==> config.mk <==
export PLATFORM = sky130hd
export DESIGN_NAME = reqQueue
export DESIGN_NICKNAME = d
export VERILOG_FILES = /design/src/design/reqQueue.sv
export SDC_FILE = /design/constraint.sdc
export NUM_CORES = 1
export LEC_CHECK = 0
export ABC_CLOCK_PERIOD_IN_PS = 2340
export BUFFER_PORTS_ARGS = -buffer_cell sky130_fd_sc_hd__buf_2
export CORE_UTILIZATION = 41
export DETAILED_ROUTE_END_ITERATION = 8
export PLACE_DENSITY = 0.66
export SLEW_MARGIN = 20
export SYNTH_ARGS = -nofsm -noshare
export SYNTH_HDL_FRONTEND = slang
export SYNTH_SLANG_ARGS = --single-unit
export TNS_END_PERCENT = 10
==> constraint.sdc <==
create_clock -name clk -period 2.34 [get_ports clk]
set_clock_uncertainty 0.1 [all_clocks]
set_input_delay 0.117 -clock clk [delete_from_list [all_inputs] [get_ports clk]]
set_output_delay 0.117 -clock clk [all_outputs]
set_load 0.05 [all_outputs]
==> src/design/reqQueue.sv <==
`timescale 1ns/1ps
`default_nettype none

module reqQueue #(
    parameter type payload_t = logic [7:0],
    parameter int  DEPTH     = 2
) (
    input  logic     clk,
    input  logic     rst,
    input  logic     inValid,
    output logic     inReady,
    input  payload_t inData,
    output logic     outValid,
    input  logic     outReady,
    output payload_t outData
);
    localparam int PTR_W = (DEPTH > 1) ? $clog2(DEPTH) : 1;
    localparam int CNT_W = $clog2(DEPTH + 1);

    payload_t         slots [DEPTH];
    logic [PTR_W-1:0] rdPtr;
    logic [PTR_W-1:0] wrPtr;
    logic [CNT_W-1:0] count;
    logic             full;
    logic             push;
    logic             pop;

    function automatic logic [PTR_W-1:0] nextPtr(input logic [PTR_W-1:0] ptr);
        if (ptr == PTR_W'(DEPTH - 1)) begin
            return '0;
        end
        return ptr + 1'b1;
    endfunction

    assign full     = (count == CNT_W'(DEPTH));
    assign outValid = (count != '0);
    assign outData  = slots[rdPtr];
    // a full queue still takes an entry while the head leaves
    assign inReady  = !full || outReady;
    assign push     = inValid && inReady;
    assign pop      = outValid && outReady;

    always_ff @(posedge clk) begin
        if (push) begin
            slots[wrPtr] <= inData;
        end
    end

    always_ff @(posedge clk) begin
        if (rst) begin
            rdPtr <= '0;
            wrPtr <= '0;
            count <= '0;
        end else begin
            if (push) begin
                wrPtr <= nextPtr(wrPtr);
            end
            if (pop) begin
                rdPtr <= nextPtr(rdPtr);
            end
            case ({push, pop})
                2'b10: count <= count + 1'b1;
                2'b01: count <= count - 1'b1;
                default: count <= count;
            endcase
        end
    end

endmodule

`default_nettype wire

== After elaboration in Yosys (flattened, before gate mapping) ==
Memories as Yosys holds them, arrays and structs flattened. A register that Yosys moved wholly into a read port is not among the register bits.
Index checks and enable logic that the tools add are counted.

* Flip-flop bits (word level): 4
* Memories kept: 1
* Bits in writable memories: 16
* Output and inout port bits: 10

{| class="wikitable"
|+ Memory list
! memory !! depth !! bits a word !! read ports !! clocked after Yosys merged registers in !! write ports !! RTL line !! RTL
|-
| slots || 2 || 8 || 1 || 1 || 1 || 20 || <nowiki>payload_t slots [DEPTH];</nowiki>
|}

* Reductions and logical operators: 6
* Add/subtract/negate cells: 4
* Equality and inequality tests: 3
* Mux-type cells: 15

{| class="wikitable"
|+ Operators by type and width
! cell !! count
|-
| $mux 1 || 14
|-
| $eq 2x2->1 const B || 2
|-
| $pmux 2 s2 || 1
|-
| $reduce_bool 2->1 || 2
|-
| $add 1x1->1 const B || 2
|-
| $add 2x1->2 const B || 1
|-
| $eq 2x1->1 const B || 1
|-
| $logic_and 1x1->1 || 2
|-
| $sub 2x1->2 const B || 1
|-
| $logic_not 1->1 || 1
|-
| $logic_or 1x1->1 || 1
|}

== Depth between registers and ports, before layout ==
* Depth after elaboration: 7
* Gate-level depth with buffers: 6
* Gate-level depth less buffers: 6

== Least setup slack after synthesis ==
Ideal clock, no wire load.

* Path kind: register to register
* Start point: register count[0]
* End point: register count[1]
* Slack: 0.486 ns
* Arrival: 1.685 ns
* Path buffers: 0
* Clock period less this slack: 1.854 ns
* Stages on the path, launching flop included: 6
* Cell sequence: dfxtp_1 > or3b_4 > nand2_4 > ha_1 > or3_1 > a21oi_1

* Longest elaborated chain between the ends: 6
* Elaborated cells between the ends (all ways): 12
* Classes of those cells: add/sub (2); eq/ne (3); mux (1); reduce/logical (6)

{| class="wikitable"
|+ RTL lines
! what !! RTL line !! RTL
|-
| from (decl) || 23 || <nowiki>logic [CNT_W-1:0] count;</nowiki>
|-
| from (signal assigned) || 62 || <nowiki>2'b10: count <= count + 1'b1;</nowiki>
|-
| from (signal assigned) || 63 || <nowiki>2'b01: count <= count - 1'b1;</nowiki>
|-
| from (signal assigned) || 64 || <nowiki>default: count <= count;</nowiki>
|-
| $eq 2x2->1 (*) || 35 || <nowiki>assign full = (count == CNT_W'(DEPTH));</nowiki>
|-
| $logic_not 1->1 (*) || 39 || <nowiki>assign inReady = !full || outReady;</nowiki>
|-
| $logic_or 1x1->1 (*) || 39 ||
|-
| via inReady || 11 || <nowiki>output logic inReady,</nowiki>
|-
| $logic_and 1x1->1 (*) || 40 || <nowiki>assign push = inValid && inReady;</nowiki>
|-
| $eq 2x1->1 / $eq 2x2->1 (equally long branches) || 61 || <nowiki>case ({push, pop})</nowiki>
|-
| $pmux 2 s2 / $reduce_bool 2->1 (equally long branches) || n/a ||
|}

The timed path passes the listed nets; every way through them passes the cells marked *.
A chain may end at the register's enable or synchronous reset.

== Worst setup path after layout ==
* Start point: register count[0]
* End point: register count[1]

* Longest elaborated chain between the ends: 6
* Elaborated cells between the ends (all ways): 12
* Classes of those cells: add/sub (2); eq/ne (3); mux (1); reduce/logical (6)

{| class="wikitable"
|+ RTL lines
! what !! RTL line
|-
| $eq 2x2->1 || 35
|-
| $logic_not 1->1 || 39
|-
| $logic_or 1x1->1 || 39
|-
| $logic_and 1x1->1 || 40
|-
| $eq 2x1->1 / $eq 2x2->1 (equally long branches) || 61
|-
| $pmux 2 s2 / $reduce_bool 2->1 (equally long branches) || n/a
|}

Parallel ways exist; a longest one is shown, timed or not.

==> run summary <==
The run finished with clean final reports. Clock-pin slew was measured on the worst setup and hold paths at 100 ps. The required time of the worst setup path was 2480 ps. Counting the buffers created by CTS gives 3.

The number of standard cells after synthesis was 49. Compared with the post-synthesis result, the final layout area differs by 30.41%. The worst setup path is captured at a flop. Headroom to the max-slew limit: 50.49%.

The number of remaining DRC errors came out at 0. The final count of pins violating max slew was 0. Setup repair after global routing left no endpoint under its margin. The run gives 422 as the via count of the first global-routing pass. The total number of yosys warnings is 0, and the number of input and output port buffers inserted is 21. Global routing used 12.78% of the available tracks. The worst-path maximum fanout works out to 5. The tools report the type of element launching the critical path as a flop.

The tools report the worst IR drop on VDD as 0.0005391 V. The worst hold path belongs to the class input port to flop. For the wire length of the first global-routing pass, the log shows 1.759 mm. The worst hold slack after final layout came out at 74.07 ps. The logs give 0 ps for the total negative setup slack and 5 for the DRC violation total after the first TritonRoute iteration. Summed over all nets, the half-perimeter wirelength after detailed placement is 755.7 µm. The later pin in the worst-skew pair is clocked with a latency of 290 ps. The transition time of the tightest slew-check pin came out at 739.9 ps. In the final routed layout, each cell accounts on average for 11.56 µm. The weighted congestion at the end of routability-driven global placement is 0.7172, and the via density per instance is 4.654. The region available for standard cell placement spans 1802 µm².

Cell type contributing the most total cell area after synthesis: edfxtp_1. The placed instances occupy a cell area of 945.9 µm². The sequential cells in the finished layout cover a total of 580.6 µm². For the final wirelength, the log shows 1.237 mm. The number of antenna diodes in the final layout is 0. The setup path with the least slack is of type flop to flop.

In this run, synthesis produced a sequential element count of 21. Initial antenna violation count: 0. Dividing total power by cell area gives a power density of 1071 nW/µm². Dividing the final minimum period by the clock period gives 77.87%. Leakage power: 0.4181 nW.

Number of hold violations in the final report: 0. The area of the multi-input gates is 229.0 µm², and the fraction of final layout cells sized beyond drive strength 1 is 36.59%. For this run, the detailed router's first-pass iteration total came to 4. The run gives 0 as the number of max-cap violations.

The die boundary width came out at 46.57 µm. The fraction of synthesized cell area taken by the top area cell type was 58.99%. By area the synthesized netlist is led by edfxtp_1, dfxtp_1, mux2_1. The starting utilization of the core area was 45.21%. The layout has 162 filler cells.

The logs give 15 for the row count and 71.27% for the fraction of the yosys area taken by sequential cells. The tree is rooted in a clkbuf_4. The number of placed I/O pins is 22, and the synthesized cell area is 814.5 µm². For the finished layout, the period the worst path requires is 1822 ps. The die covers 2169 µm². The data arrival time at the worst-slack endpoint was 1960 ps; the buffer levels on the longest clock path was 2.

The detailed router placed 498 vias in this run. The number of nets in the final layout came out at 96. The H-tree depth came out at 1. Final setup violation count: 0. The count of instances resized after the clock tree is built was 0. TritonCTS built the clock tree. For this run the aggregate overflow at the end of global routing stands at 0. The synthesized netlist contains 19 unique library cells. Entering global routing, the biggest net connects 12 pins. The post-layout instance area is 1062 µm². Timing would allow up to 548.8 MHz.

Averaged over all synthesized cells, the footprint is 16.62 µm². From bottom edge to top edge, the die measures 46.57 µm. The number of clock sinks was 21; the number of nets in the synthesized netlist was 62. The residual antenna-violating net count after detailed routing came out at 0.
==> flip-flops by register name (all words and copies together), names as in the netlist, named ones only <==
signal	count
count	2
rdPtr	1
wrPtr	1
slots	16
==> cells in the mapped netlist, drive strengths merged <==
| library cell | instances |
|---|---|
| buf | 1 |
| and3 | 1 |
| ha | 1 |
| or2 | 1 |
| or3 | 1 |
| edfxtp | 16 |
| a21oi | 1 |
| mux2 | 9 |
| dfxtp | 5 |
| o21a | 1 |
| xor2 | 1 |
| nor2b | 1 |
| or3b | 1 |
| o21ai | 1 |
| nor2 | 5 |
| nand2 | 1 |
| xnor2 | 2 |
==> cells in the final DEF (no fill, tap or decap), types with 2 or more instances in the layout <==
master and count:
edfxtp_1 16, buf_2 21, nor2_1 5, dfxtp_1 5
mux2_1 6, clkbuf_4 3, xnor2_1 2, mux2_2 2
dlygate4sd3_1 9
==> path summary, 6_finish.rpt <==
check,start,end,slack (ps),cells after the start
worst min-delay path,inValid,wrPtr,70,3
worst min register to register,count[1],count[1],420,2
worst max-delay path,count[0],count[1],520,5
worst max register to register,count[0],count[1],520,5
==> critical path, cell delays in order (launching register included) <==
cell	delay (ps)
dfxtp_1	370
or3b_4	430
nand2_4	90
ha_1	260
or3_1	380
a21oi_1	140
==> stage by stage <==
| stage | cells | power, mW | setup slack (ps) | util (%) |
|---|---|---|---|---|
| floorplan | 49 | 0.8811 | 485.7 | - |
| global placement | 94 | 0.9664 | 572.9 | 52.50 |
| detailed placement | 94 | 0.9710 | 539.6 | 52.50 |
| CTS | 107 | 1.147 | 515.0 | 58.96 |
| global route | 107 | 1.194 | 458.0 | 58.96 |
| finish | 107 | 1.137 | 517.8 | 58.96 |
==> layer usage <==
layer | share of wire [%] | track usage [%]
met1 | 45 | 15.71
met2 | 48 | 18.33
met3 | 4.4 | 3.529
met4 | 3.0 | 10.59
met5 | 0 | 0
==> repair_timing <==
action,in CTS,in global routing
hold buffers,9,0
endpoints found under the setup margin,0,0
hold endpoints to repair,20,0
buffers inserted,0,0
==> area by class of cell <==
type / instances / area share (%)
Tap cell: 25 / 2.945
Timing Repair Buffer: 30 / 18.37
Sequential cell: 21 / 54.65
Multi-Input combinational cell: 27 / 21.55
Clock buffer: 4 / 2.473
==> where the power goes <==
group / total, mW / leakage [nW] / switching, mW / internal (mW)
Sequential: 0.516 / 0.191 / 0.0500 / 0.466
Clock: 0.164 / 0.0150 / 0.0975 / 0.0664
Combinational: 0.457 / 0.212 / 0.304 / 0.153
==> cell families after synthesis <==
logic type,after synthesis,synth area share [%]
xor+xnor,3,3.226
fa+ha+maj,1,1.536
compound gates,3,2.303
buf+inv,1,0.6139
simple gates,11,8.143
flops,21,71.28
mux,9,12.90
Note: power is estimated with default switching activity, not from simulation.
