===== config.mk =====
export PLATFORM = sky130hd
export DESIGN_NAME = memCtrl
export DESIGN_NICKNAME = d
export VERILOG_FILES = /design/src/design/memTypesPkg.sv /design/src/design/clientTypesPkg.sv /design/src/design/memCtrl.sv
export VERILOG_INCLUDE_DIRS = /design/src /design/src/design
export SDC_FILE = /design/constraint.sdc
export NUM_CORES = 1
export LEC_CHECK = 0
export BUFFER_PORTS_ARGS = -buffer_cell sky130_fd_sc_hd__buf_2
export CAP_MARGIN = 10
export CORE_ASPECT_RATIO = 0.6
export CORE_MARGIN = 3
export CORE_UTILIZATION = 54
export DETAILED_ROUTE_END_ITERATION = 8
export PLACE_DENSITY = 0.86
export RECOVER_POWER = 50
export SYNTH_ARGS = -nofsm -noshare
export SYNTH_HDL_FRONTEND = slang
export SYNTH_SLANG_ARGS = --single-unit
export TNS_END_PERCENT = 5

===== constraint.sdc =====
create_clock -name clk -period 5.5 [get_ports clk]
set_input_delay 0.275 -clock clk [delete_from_list [all_inputs] [get_ports clk]]
set_output_delay 0.275 -clock clk [all_outputs]
set_load 0.03 [all_outputs]

===== src/design/mem_consts.svh =====
`ifndef MEM_CONSTS_SVH
`define MEM_CONSTS_SVH

// byte address width of the RAM
`define MEM_ADDR_WIDTH 16

// one byte per address
`define RAM_BYTES (1 << `MEM_ADDR_WIDTH)

// request queue depths per client
`define FETCH_QUEUE_DEPTH 2
`define DATA_QUEUE_DEPTH 2

`endif


===== src/design/memTypesPkg.sv =====
`default_nettype none

`include "mem_consts.svh"

package memTypesPkg;

    // byte address into the RAM
    typedef logic [`MEM_ADDR_WIDTH-1:0] memAddr_t;

    // one RAM location
    typedef logic [7:0] memByte_t;

    // instruction or load/store data
    typedef logic [31:0] memWord_t;

endpackage

`default_nettype wire


===== src/design/clientTypesPkg.sv =====
`default_nettype none

package clientTypesPkg;

    import memTypesPkg::*;

    // byte count is 1 << len
    typedef enum logic [1:0] {
        LEN_BYTE = 2'd0,
        LEN_HALF = 2'd1,
        LEN_WORD = 2'd2
    } accessLen_t;

    typedef struct packed {
        memAddr_t addr;
    } fetchReq_t;

    typedef struct packed {
        memAddr_t   addr;
        accessLen_t len;
        logic       store;
        memWord_t   wdata;
    } dataReq_t;

    typedef enum logic [2:0] {
        ST_IDLE,
        ST_FETCH,
        ST_LOAD,
        ST_STORE,
        ST_RESPOND
    } ctrlState_t;

endpackage

`default_nettype wire


===== src/design/memCtrl.sv =====
`timescale 1ns/1ps
`default_nettype none

module memCtrl
    import memTypesPkg::*, clientTypesPkg::*;
(
    input  logic      clk,
    input  logic      rst,
    input  logic      ioStall,

    input  logic      fetchReqValid,
    output logic      fetchReqReady,
    input  fetchReq_t fetchReq,

    input  logic      dataReqValid,
    output logic      dataReqReady,
    input  dataReq_t  dataReq,

    output logic      fetchRespValid,
    input  logic      fetchRespReady,
    output memWord_t  fetchInst,

    output logic      dataRespValid,
    input  logic      dataRespReady,
    output memWord_t  dataRdata,

    output memAddr_t  memAddr,
    output logic      memWrite,
    output memByte_t  memWdata,
    input  memByte_t  memRdata
);
    ctrlState_t state;
    logic [2:0] stage;
    memAddr_t   reqAddr;
    accessLen_t reqLen;
    memWord_t   shiftWord;
    memWord_t   respWord;
    logic       fetchDone;
    logic       dataDone;

    logic       isIdle;
    logic       isRead;
    logic       takeData;
    logic       takeFetch;
    logic [2:0] reqBytes;
    logic [2:0] addrOffset;
    logic       readLast;
    logic       storeLast;
    logic       respTaken;
    memWord_t   assembled;

    // bytes arrive lsb first, so a short load sits in the top bytes
    function automatic memWord_t alignLoad(input memWord_t word, input accessLen_t len);
        case (len)
            LEN_BYTE: return {24'h0, word[31:24]};
            LEN_HALF: return {16'h0, word[31:16]};
            default:  return word;
        endcase
    endfunction

    assign isIdle   = (state == ST_IDLE);
    assign isRead   = (state == ST_FETCH) || (state == ST_LOAD);
    assign reqBytes = 3'd1 << reqLen;

    // data client wins when both wait
    assign dataReqReady  = isIdle && !ioStall;
    assign fetchReqReady = isIdle && !ioStall && !dataReqValid;
    assign takeData      = dataReqValid && dataReqReady;
    assign takeFetch     = fetchReqValid && fetchReqReady;

    // stage 0 only issues the first address, the last stage only captures
    assign readLast  = isRead && (stage == reqBytes);
    assign storeLast = (state == ST_STORE) && (stage == reqBytes - 3'd1);

    // on stall re-present the last read address so the RAM repeats its byte
    assign addrOffset = (ioStall && stage != 3'd0) ? stage - 3'd1 : stage;
    assign memAddr    = reqAddr + memAddr_t'(addrOffset);
    assign memWrite   = (state == ST_STORE) && !ioStall;
    assign memWdata   = shiftWord[7:0];

    assign assembled = {memRdata, shiftWord[31:8]};

    // response held in its register, hidden while the bus is stalled
    assign fetchRespValid = fetchDone && !ioStall;
    assign dataRespValid  = dataDone && !ioStall;
    assign fetchInst      = respWord;
    assign dataRdata      = respWord;
    assign respTaken      = (fetchRespValid && fetchRespReady)
                         || (dataRespValid && dataRespReady);

    always_ff @(posedge clk) begin
        if (rst) begin
            state     <= ST_IDLE;
            stage     <= 3'd0;
            fetchDone <= 1'b0;
            dataDone  <= 1'b0;
        end else if (!ioStall) begin
            case (state)
                ST_IDLE: begin
                    stage <= 3'd0;
                    if (takeData) begin
                        state <= dataReq.store ? ST_STORE : ST_LOAD;
                    end else if (takeFetch) begin
                        state <= ST_FETCH;
                    end
                end
                ST_FETCH,
                ST_LOAD: begin
                    if (readLast) begin
                        state     <= ST_RESPOND;
                        fetchDone <= (state == ST_FETCH);
                        dataDone  <= (state == ST_LOAD);
                    end else begin
                        stage <= stage + 3'd1;
                    end
                end
                ST_STORE: begin
                    if (storeLast) begin
                        state    <= ST_RESPOND;
                        dataDone <= 1'b1;
                    end else begin
                        stage <= stage + 3'd1;
                    end
                end
                ST_RESPOND: begin
                    if (respTaken) begin
                        state     <= ST_IDLE;
                        fetchDone <= 1'b0;
                        dataDone  <= 1'b0;
                    end
                end
                default: begin
                    state <= ST_IDLE;
                end
            endcase
        end
    end

    // request latch, byte shifter and response word
    always_ff @(posedge clk) begin
        if (!ioStall) begin
            if (takeData) begin
                reqAddr   <= dataReq.addr;
                reqLen    <= dataReq.len;
                shiftWord <= dataReq.wdata;
            end else if (takeFetch) begin
                reqAddr <= fetchReq.addr;
                reqLen  <= LEN_WORD;
            end else if (isRead && stage != 3'd0) begin
                shiftWord <= assembled;
            end else if (state == ST_STORE) begin
                shiftWord <= {8'h00, shiftWord[31:8]};
            end

            if (readLast) begin
                respWord <= alignLoad(assembled, reqLen);
            end else if (storeLast) begin
                respWord <= '0;
            end
        end
    end

endmodule

`default_nettype wire


* Yosys cells after proc, flatten, opt, wreduce, memory -nomap -nowiden
Cells that the tools add are included.
** Word-level totals
- Bits in registers :: 90
- Output and inout bits :: 93
- Word-level logic and storage cells :: 90
** Cells by class
- Add/sub/neg operators :: 4
- Equality and inequality tests :: 14
- Shifts and indexed selects :: 1
- Multiplexer cells :: 28
- Bitwise gates (word level) :: 1
- Reductions and logical operators :: 34
** Operators with widths (number)
- $mux 32 :: 6
- $pmux 32 s2 :: 1
- $mux 16 :: 2
- $mux 3 :: 8
- $add 16x3->16 :: 1
- $logic_and 1x1->1 :: 13
- $ne 2x2->1 const B :: 6
- $pmux 3 s4 :: 1
- $reduce_bool 3->1 :: 4
- $reduce_and 5->1 :: 2
- $pmux 3 s3 :: 1
- $reduce_and 4->1 :: 2
- $eq 3x2->1 const B :: 2
- $eq 3x3->1 :: 2
- $reduce_bool 2->1 :: 3
- $sub 3x1->3 const B :: 2
- $mux 1 :: 5
- $mux 2 :: 2
- $reduce_and 2->1 :: 2
- $add 3x1->3 const B :: 1
- $eq 3x1->1 const B :: 1
- $eq 3x3->1 const B :: 1
- $logic_not 3->1 :: 1
- $ne 3x1->1 const B :: 1
- other kinds (10) :: 12

* Depth between registers and ports, before layout
Gate-level depths: netlist of the first run.
- Depth after elaboration :: 7
- Mapped depth :: 13

* Least setup slack after synthesis of the first run
OpenSTA, ideal clock, no wires.
- Kind :: register -> register
- From :: reg state[1]
- To :: reg shiftWord[0], enable pin
- Setup time :: 421 ps
- Arrival time :: 2701 ps
- Path slack :: 2378 ps
- Stages on the path, launching flop included :: 7
- Clock period less this slack :: 3122 ps
- Cell sequence :: dfxtp_1 clkbuf_1 nor2b_1 o21ai_1 a21oi_1 nor2_1 nor2_1
** Between the ends
- Cells in the longest elaborated chain, start to end :: 6
- Elaborated cells between the ends (all ways) :: 13
- Those cells by class :: eq/ne: 4; reduce/logical: 9
** RTL lines
- start, declared :: RTL line memCtrl.sv:32 : ctrlState_t state;
- start signal, assigned :: RTL line memCtrl.sv:102 : state <= dataReq.store ? ST_STORE : ST_LOAD;
- $logic_not 3->1 :: RTL line memCtrl.sv:61 : assign isIdle = (state == ST_IDLE);
- $logic_and 1x1->1 :: RTL line memCtrl.sv:66, memCtrl.sv:67
- $logic_and 1x1->1 :: RTL line memCtrl.sv:67 : assign fetchReqReady = isIdle && !ioStall && !dataReqValid;
- $logic_and 1x1->1 :: RTL line memCtrl.sv:69 : assign takeFetch = fetchReqValid && fetchReqReady;
- $ne 2x2->1 (no line)
- $reduce_and 3->1 (no line) *
- end signal, assigned :: RTL line memCtrl.sv:145 : shiftWord <= dataReq.wdata;
- end signal, assigned :: RTL line memCtrl.sv:150 : shiftWord <= assembled;
- end signal, assigned :: RTL line memCtrl.sv:152 : shiftWord <= {8'h00, shiftWord[31:8]};
- end, declared :: RTL line memCtrl.sv:36 : memWord_t shiftWord;
Every way passes the cells marked *; elsewhere a longest branch is shown, timed or not.
A chain may end at the register's enable or synchronous reset.

* Worst setup path after layout of the first run
- From :: reg reqLen[0]
- To :: reg respWord[23] (netlist: dataRdata[23]), enable pin
** Between the ends
- Cells in the longest elaborated chain, start to end :: 6
- Elaborated cells between the ends (all ways) :: 8
- Those cells by class :: add/sub: 1; eq/ne: 2; shift: 1; reduce/logical: 4
** RTL lines
- start, declared :: RTL line memCtrl.sv:35 : accessLen_t reqLen;
- start signal, assigned :: RTL line memCtrl.sv:144 : reqLen <= dataReq.len;
- $shl 1x2->3 * :: RTL line memCtrl.sv:63 : assign reqBytes = 3'd1 << reqLen;
- $sub 3x1->3 :: RTL line memCtrl.sv:73 : assign storeLast = (state == ST_STORE) && (stage == reqBytes - 3'd1);
- $eq 3x3->1 :: RTL line memCtrl.sv:73
- $logic_and 1x1->1 :: RTL line memCtrl.sv:73
- $reduce_bool 2->1 (no line) *
- $reduce_and 2->1 (no line) *
- end signal, assigned :: RTL line memCtrl.sv:156 : respWord <= alignLoad(assembled, reqLen);
- end, declared :: RTL line memCtrl.sv:37 : memWord_t respWord;
Marks and branches as above.

==> results by group, run 1 <==
Timing
  • Final Skew: 0.00552 ns
  • Min Clock Period, post-route: 3.58 ns
  • Worst Setup Slack, final: 1.92 ns
  • Slew Limit Fails: 52
  • Hold Fails Final Rpt: 0
  • Peak Freq: 0.280 GHz
  • Worst slew pin tran: 2.33 ns
  • Final setup vio count: 0
  • Final Cycle Share: 65.0%
  • Hold_ws: 0.211 ns
  • RSZ-0062 raised after global routing: no
  • Setup TNS: 0 ns
  • Worst relative slew slack: -55.5%

Logic synthesis
  • Predominant post-synthesis flop cell: edfxtp_1
  • Syn Area/Cell: 11.9 um^2
  • Post-synth cell types: 52
  • Post-synth EDFFs: 82
  • Leading post-synthesis cells by cell area: edfxtp_1, mux2_2, buf_4
  • Async S/R FF share, synth: 0%
  • Seq/Total Area, Yosys: 53.6%
  • Post-synth top area share: about half
  • Post-synth net total: roughly 500
  • Mapped Area: 4890 um^2
  • Register bit total from synthesis: 90
  • Mapped Cells: 411
  • Yosys top cell by area: edfxtp_1
  • YS warnings: 0

Power
  • Overall Power: 1770 uW
  • Power density over the cells: 306 nW/um^2
  • P_leak: 0.00222 uW
  • Max IR drop VDD: 0.000146 V

Status
  • Failing checks: capacitance limit, slew limit
  • Status: finished with violations

Die
  • Die footprint: 10300 um^2
  • Core area: 8650 um^2
  • Row count: 26
  • Initial Utilization: a little under three fifths
  • IO Count: roughly 180
  • Chip width: 129 um
  • Die H: 79.7 um

GRT
  • Total gr overflow: 0
  • Most Crowded Layer GR: met2
  • Vias in the first global route: 3579
  • Largest net degree at the start of global routing: 52
  • Met1 Use GR: 32.2%
  • Met2 Usage GRT: between 30% and 40%
  • First-pass GRT wire length: 18000 um
  • Initial antenna violation count: 0
  • GRT Util Overall: 23.0%
  • Met3 usage: 6.55%

Cells and area
  • Share of post-route cells with drive strength above 1: 31.8%
  • Highest-count cells in the layout ignoring fill and taps: buf_2, edfxtp_1, clkbuf_1, mux2_2, nor2_1
  • Diode count: 0
  • Commonest non-fill, non-tap cell in the layout: buf_2
  • Filler cells: around 720
  • Multi-input logic area: about 1800 um^2
  • Net count, final: 629
  • Finished Core Util: roughly two thirds
  • FF/Latch Area: 2620 um^2
  • Area growth from synthesis to layout: 18.3%

Route
  • Routed Antenna Nets: 0
  • Vias: 3664
  • Routed WL: roughly 12000 um
  • Vias per inst: 5.59
  • Routed WL per cell: 18.1 um
  • Drt drc: 0
  • Initial DRC Count: 257
  • DRT Pass-1 Iters: 5

Clocking
  • Max clock buf depth: 2
  • Clock sinks: 90
  • Worst-skew pair later-pin latency: 0.34 ns
  • # resized after CTS: 0
  • H-Tree Depth: 3
  • Worst-path clk slew: around 0.060 ns
  • Post-CTS Hold Fix Bufs: 0
  • TritonCTS clock tree: done
  • Root Driver: clkbuf_16
  • Post-CTS Setup Inserts: 0
  • CTS buffer count: 9

Placed design
  • IO Port Bufs: 174
  • Pre-CTS setup slack: 1.76 ns
  • Final HPWL DP: 8760 um
  • Gpl congestion: 0.858

Critical path
  • Crit Path Max Fanout: 17
  • Reg2reg start: reqLen[0]
  • Reg2Reg Setup Slack: around 1.9 ns
  • Startpoint types: flip-flop
  • Setup Crit Path Kind: reg2reg
  • Crit. End Element: flip-flop
  • CP startpoint: reqLen[0]
  • Critical Path RT: 5.54 ns
  • Crit path DAT: 3.62 ns

Worst hold path
  • Hold Crit Start: dataReq[33]
  • HP Class: in2reg

Job
  • Max cap viols: 1
[cell type report]
cell class                 count  area share [%]
inverter                       9           0.584
sequential                    90            45.3
multi-input combinational    251            31.9
tap                          112            2.42
clock buffer                   9            3.89
clock inverter                 7            1.62
timing repair buffer         178            14.3
[cell usage after synthesis, drive strengths merged (2+ instances only)]
| cell type | number |
|---|---|
| inv | 9 |
| nand2 | 26 |
| a22o | 8 |
| mux2 | 49 |
| nor3 | 5 |
| a22oi | 9 |
| clkbuf | 9 |
| xnor2 | 11 |
| ha | 7 |
| nor2 | 41 |
| o2bb2ai | 2 |
| edfxtp | 82 |
| or4 | 3 |
| nand2b | 5 |
| a21oi | 15 |
| buf | 52 |
| or2 | 3 |
| and3 | 21 |
| nor2b | 6 |
| mux2i | 2 |
| nand4 | 2 |
| o21ai | 7 |
| dfxtp | 8 |
| xor2 | 7 |
| a21o | 3 |
| a211oi | 2 |
| o32ai | 2 |
[worst paths after layout]
| check | to | depth (start not counted) |
|---|---|---|
| max reg2reg | dataRdata[23] | 8 |
| max | dataRdata[23] | 8 |
| min | reqLen[0] | 2 |
| min reg2reg | dataDone | 1 |
[sequential cells by signal, indices dropped and copies added (netlist names)]
signal     flops
dataDone       1
dataRdata     32
fetchDone      1
reqAddr       16
reqLen         2
shiftWord     32
stage          3
state          3
[layer usage]
metal | share of wire [%] | wire (um)
met5 | 0 | 0
met4 | 1.1 | 127
met3 | 9.7 | 1150
met2 | 45 | 5270
met1 | 45 | 5300
[power breakdown]
group	internal, uW	total, uW	leakage (uW)	switching (uW)
clock	397	650	0.000151	253
combinational	112	292	0.00125	180
sequential	797	827	0.000812	30.5
total	1310	1770	0.00222	463
[cells by family after synthesis]
group           Yosys count  synth area share (%)
buf+inv                  70                  8.83
compound gates           56                  8.60
flops                    90                  53.6
simple gates            118                  11.8
fa+ha+maj                 8                  2.20
mux                      51                  11.8
xor+xnor                 18                  3.22
[stage by stage]
stage               cells  area [um^2]
global placement      638         5530
CTS                   654         5850
global route          656         5790
detailed placement    638         5530
finish                656         5790
floorplan             411         4890
[critical path, cell delays in order, from the launching register on]
cell,delay (ns)
edfxtp_1,0.68
nor2b_1,0.76
inv_2,0.08
ha_1,0.34
xnor2_1,0.18
a211oi_4,0.29
o21ai_1,0.13
inv_1,0.55
buf_8,0.26
Note: power is estimated with default switching activity, not from simulation.
==> run 2: changes to the inputs <==
--- a/config.mk
+++ b/config.mk
@@ -6,13 +6,14 @@
 export SDC_FILE = /design/constraint.sdc
 export NUM_CORES = 1
 export LEC_CHECK = 0
+export ABC_AREA = 1
 export BUFFER_PORTS_ARGS = -buffer_cell sky130_fd_sc_hd__buf_2
 export CAP_MARGIN = 10
 export CORE_ASPECT_RATIO = 0.6
 export CORE_MARGIN = 3
-export CORE_UTILIZATION = 54
+export CORE_UTILIZATION = 46
 export DETAILED_ROUTE_END_ITERATION = 8
-export PLACE_DENSITY = 0.86
+export PLACE_DENSITY = 0.78
 export RECOVER_POWER = 50
 export SYNTH_ARGS = -nofsm -noshare
 export SYNTH_HDL_FRONTEND = slang
==> constraint.sdc (replaced) <==
create_clock -name clk -period 3 [get_ports clk]
set_input_delay 0.15 -clock clk [delete_from_list [all_inputs] [get_ports clk]]
set_output_delay 0.15 -clock clk [all_outputs]
set_load 0.03 [all_outputs]
==> run 2 against run 1 <==
  * The run ends with setup timing left
  * Highest routed layer unchanged
  * Critical endpoint is now memAddr[9]
  * Critical path depth up 5
  * Register-to-register slack lost 1.6 ns
  * Largest power group unchanged
  * Combinational power increased to 5.3 times the previous value
==> results by group, run 2 <==
Status
  • Status: finished with violations
  • Failing checks: setup timing

Route
  • Vias: 4382
  • Routed WL: 13800 um
  • Routed Antenna Nets: 0
  • Vias per inst: 5.25
  • DRT Pass-1 Iters: 6
  • Routed WL per cell: 16.5 um
  • Drt drc: 0
  • Initial DRC Count: 484

Timing
  • Final Cycle Share: 101%
  • Min Clock Period, post-route: ~3 ns
  • Slew Limit Fails: 0
  • Hold Fails Final Rpt: 0
  • Worst Setup Slack, final: -0.0180 ns
  • Worst relative slew slack: 33.3%
  • Worst slew pin tran: 0.997 ns
  • Final setup vio count: 1
  • RSZ-0062 raised after global routing: yes
  • Hold_ws: between 0.06 and 0.07 ns
  • Final Skew: 0.00999 ns
  • Peak Freq: 0.331 GHz

Critical path
  • Buf+Inv Stages, Crit Path: 3
  • Top Family by Delay on Critical Path: simple AND/OR/NAND/NOR gates
  • Worst R2R Path Depth: 9
  • Crit Path Max Fanout: 7
  • Cells along the critical path: inv_4, buf_4, ha_1, nand3_1, xor2_1, ha_1, nand2_1, nand2_1, a31oi_1, nor3_2, nand2_1, xor2_1, buf_2
  • Startpoint types: flip-flop
  • Crit path DAT: 2.87 ns
  • CP max-delay cell: a31oi_1
  • CP peak stage delay: 0.38 ns
  • CP startpoint: stage[0]
  • Setup Crit Path Kind: reg2out
  • Reg2reg start: reqLen[0]
  • WP depth: 13
  • Cell mode on critical path: nand2_1
  • Critical Path RT: 2.85 ns
  • Crit. End Element: output port

Logic synthesis
  • Post-synth net total: around 640
  • Post-synth top area share: 49.6%
  • Mux contribution to synthesized area: 0%
  • Mapped Area: 4970 um^2
  • Post-synth cell types: 34
  • Post-Synth Adder-Cell Area: 2.17%
  • Yosys top cell by area: edfxtp_1
  • Compound-Gate Fraction of Synth Area: under 10%
  • Post-synth EDFFs: 82
  • Synth top cells by count: nand2_1, edfxtp_1, inv_1, buf_4, nor2_1
  • Seq/Total Area, Yosys: 52.8%
  • Synth Area in Simple Gates: 22.0%
  • Most common cell in the netlist: nand2_1
  • Register bit total from synthesis: 90
  • Async S/R FF share, synth: 0%
  • Mapped Cells: 548
  • Leading post-synthesis cells by cell area: edfxtp_1, nand2_1, buf_4
  • YS warnings: 0
  • Post-Synth XOR/XNOR Area: 3.00%
  • Largest family of logic cells by synthesized area: simple AND/OR/NAND/NOR gates
  • Predominant post-synthesis flop cell: edfxtp_1
  • Syn Area/Cell: 9.06 um^2

Placed design
  • IO Port Bufs: 174
  • Placed Area: between 5000 and 6000 um^2
  • Final HPWL DP: 10100 um
  • Gpl congestion: 0.962
  • Pre-CTS setup slack: 0.0279 ns

Clocking
  • Post-CTS Hold Fix Bufs: 0
  • H-Tree Depth: 3
  • TritonCTS clock tree: done
  • Root Driver: clkbuf_16
  • Worst-path clk slew: approximately 0.070 ns
  • Clock sinks: 90
  • CTS buffer count: 9
  • Worst-skew pair later-pin latency: 0.34 ns
  • Max clock buf depth: 2

Worst hold path
  • Hold Crit Start: dataReq[34]
  • HP Class: in2reg
  • Hold Path Depth: 2

Power
  • P_leak: around 0.0026 uW
  • Clock network power share: 26.7%
  • Pint: 2720 uW
  • Psw: between 1500 and 2000 uW
  • Max IR drop VDD: between 0.0004 and 0.0005 V
  • Power density over the cells: 747 nW/um^2
  • Sw Ratio: 39.2%
  • Comb pwr share: about a third
  • Seq pwr share: around 39%

Cells and area
  • Net count, final: between 700 and 800
  • Diode count: 0
  • Share of post-route cells with drive strength above 1: 23.3%
  • Area growth from synthesis to layout: 20.8%
  • Commonest non-fill, non-tap cell in the layout: nand2_1
  • Highest-count cells in the layout ignoring fill and taps: nand2_1, buf_2, edfxtp_1, clkbuf_1, inv_1
  • Finished layout cell area: 6000 um^2

GRT
  • GRT Util Overall: 22.0%
  • Initial antenna violation count: 0
  • Total gr overflow: 0
  • Vias in the first global route: 4224
  • Largest net degree at the start of global routing: 43
  • First-pass GRT wire length: 20900 um

Die
  • Initial Utilization: a little under 50%
  • Die H: 86.5 um
  • Die footprint: 12100 um^2
  • Row count: 28
  • Core area: 10200 um^2
  • IO Count: between 150 and 200
  • Chip width: ~140 um

Job
  • Max cap viols: 0
[run 2: through the flow]
stage,util (%),setup TNS [ns],total power (uW),cells
finish,58.8,-0.0180,4480,835
global route,58.8,-0.306,4710,835
CTS,59.3,0,4470,826
detailed placement,55.6,0,3250,807
global placement,55.6,0,3210,807
floorplan,-,-8.91,2880,548
[run 2: cell families (layout without fill, tap and decap cells)]
kind of cell | Yosys count | count (layout)
buf+inv | 117 | 269
simple gates | 254 | 254
flops | 90 | 90
xor+xnor | 17 | 17
compound gates | 62 | 62
fa+ha+maj | 8 | 8
[run 2: layer usage]
metal,part of all wire [%],track usage [%],up-vias
met3,9.2,6.12,30
met5,0,0,-
met1,42,30.6,2052
met2,47,34.5,252
li1,-,-,2048
met4,1.6,5.54,0
[run 2: worst paths after layout]
check,end,slack [ns]
hold reg to reg,state[1],0.49
hold / removal,reqLen[1],0.07
setup / recovery,memAddr[9],-0.02
setup reg to reg,dataRdata[12],0.34
[run 2: power by group through the flow]
stage	Sequential [uW]	Combinational [uW]	Clock (uW)
finish	1740	1550	1200
detailed placement	1750	1500	0
global route	1750	1680	1280
floorplan	1810	1070	0
CTS	1730	1530	1210
global placement	1740	1470	0
[run 2: repair_timing]
action | 4_1_cts | 5_1_grt
endpoints found under the hold margin | 0 | 0
setup buffers | 3 | 9
endpoints found under the setup margin | 10 | 9
gates resized for setup | 14 | 10
pin swaps | 4 | 7
[run 2: layout make-up]
cell class,instances,area [um^2]
well taps,135,169
clock buffers,9,225
repair buffers,193,920
multi-input cells,341,1730
flip-flops and latches,90,2630
fillers,898,4200
inverters,60,230
clock inverters,7,92.6
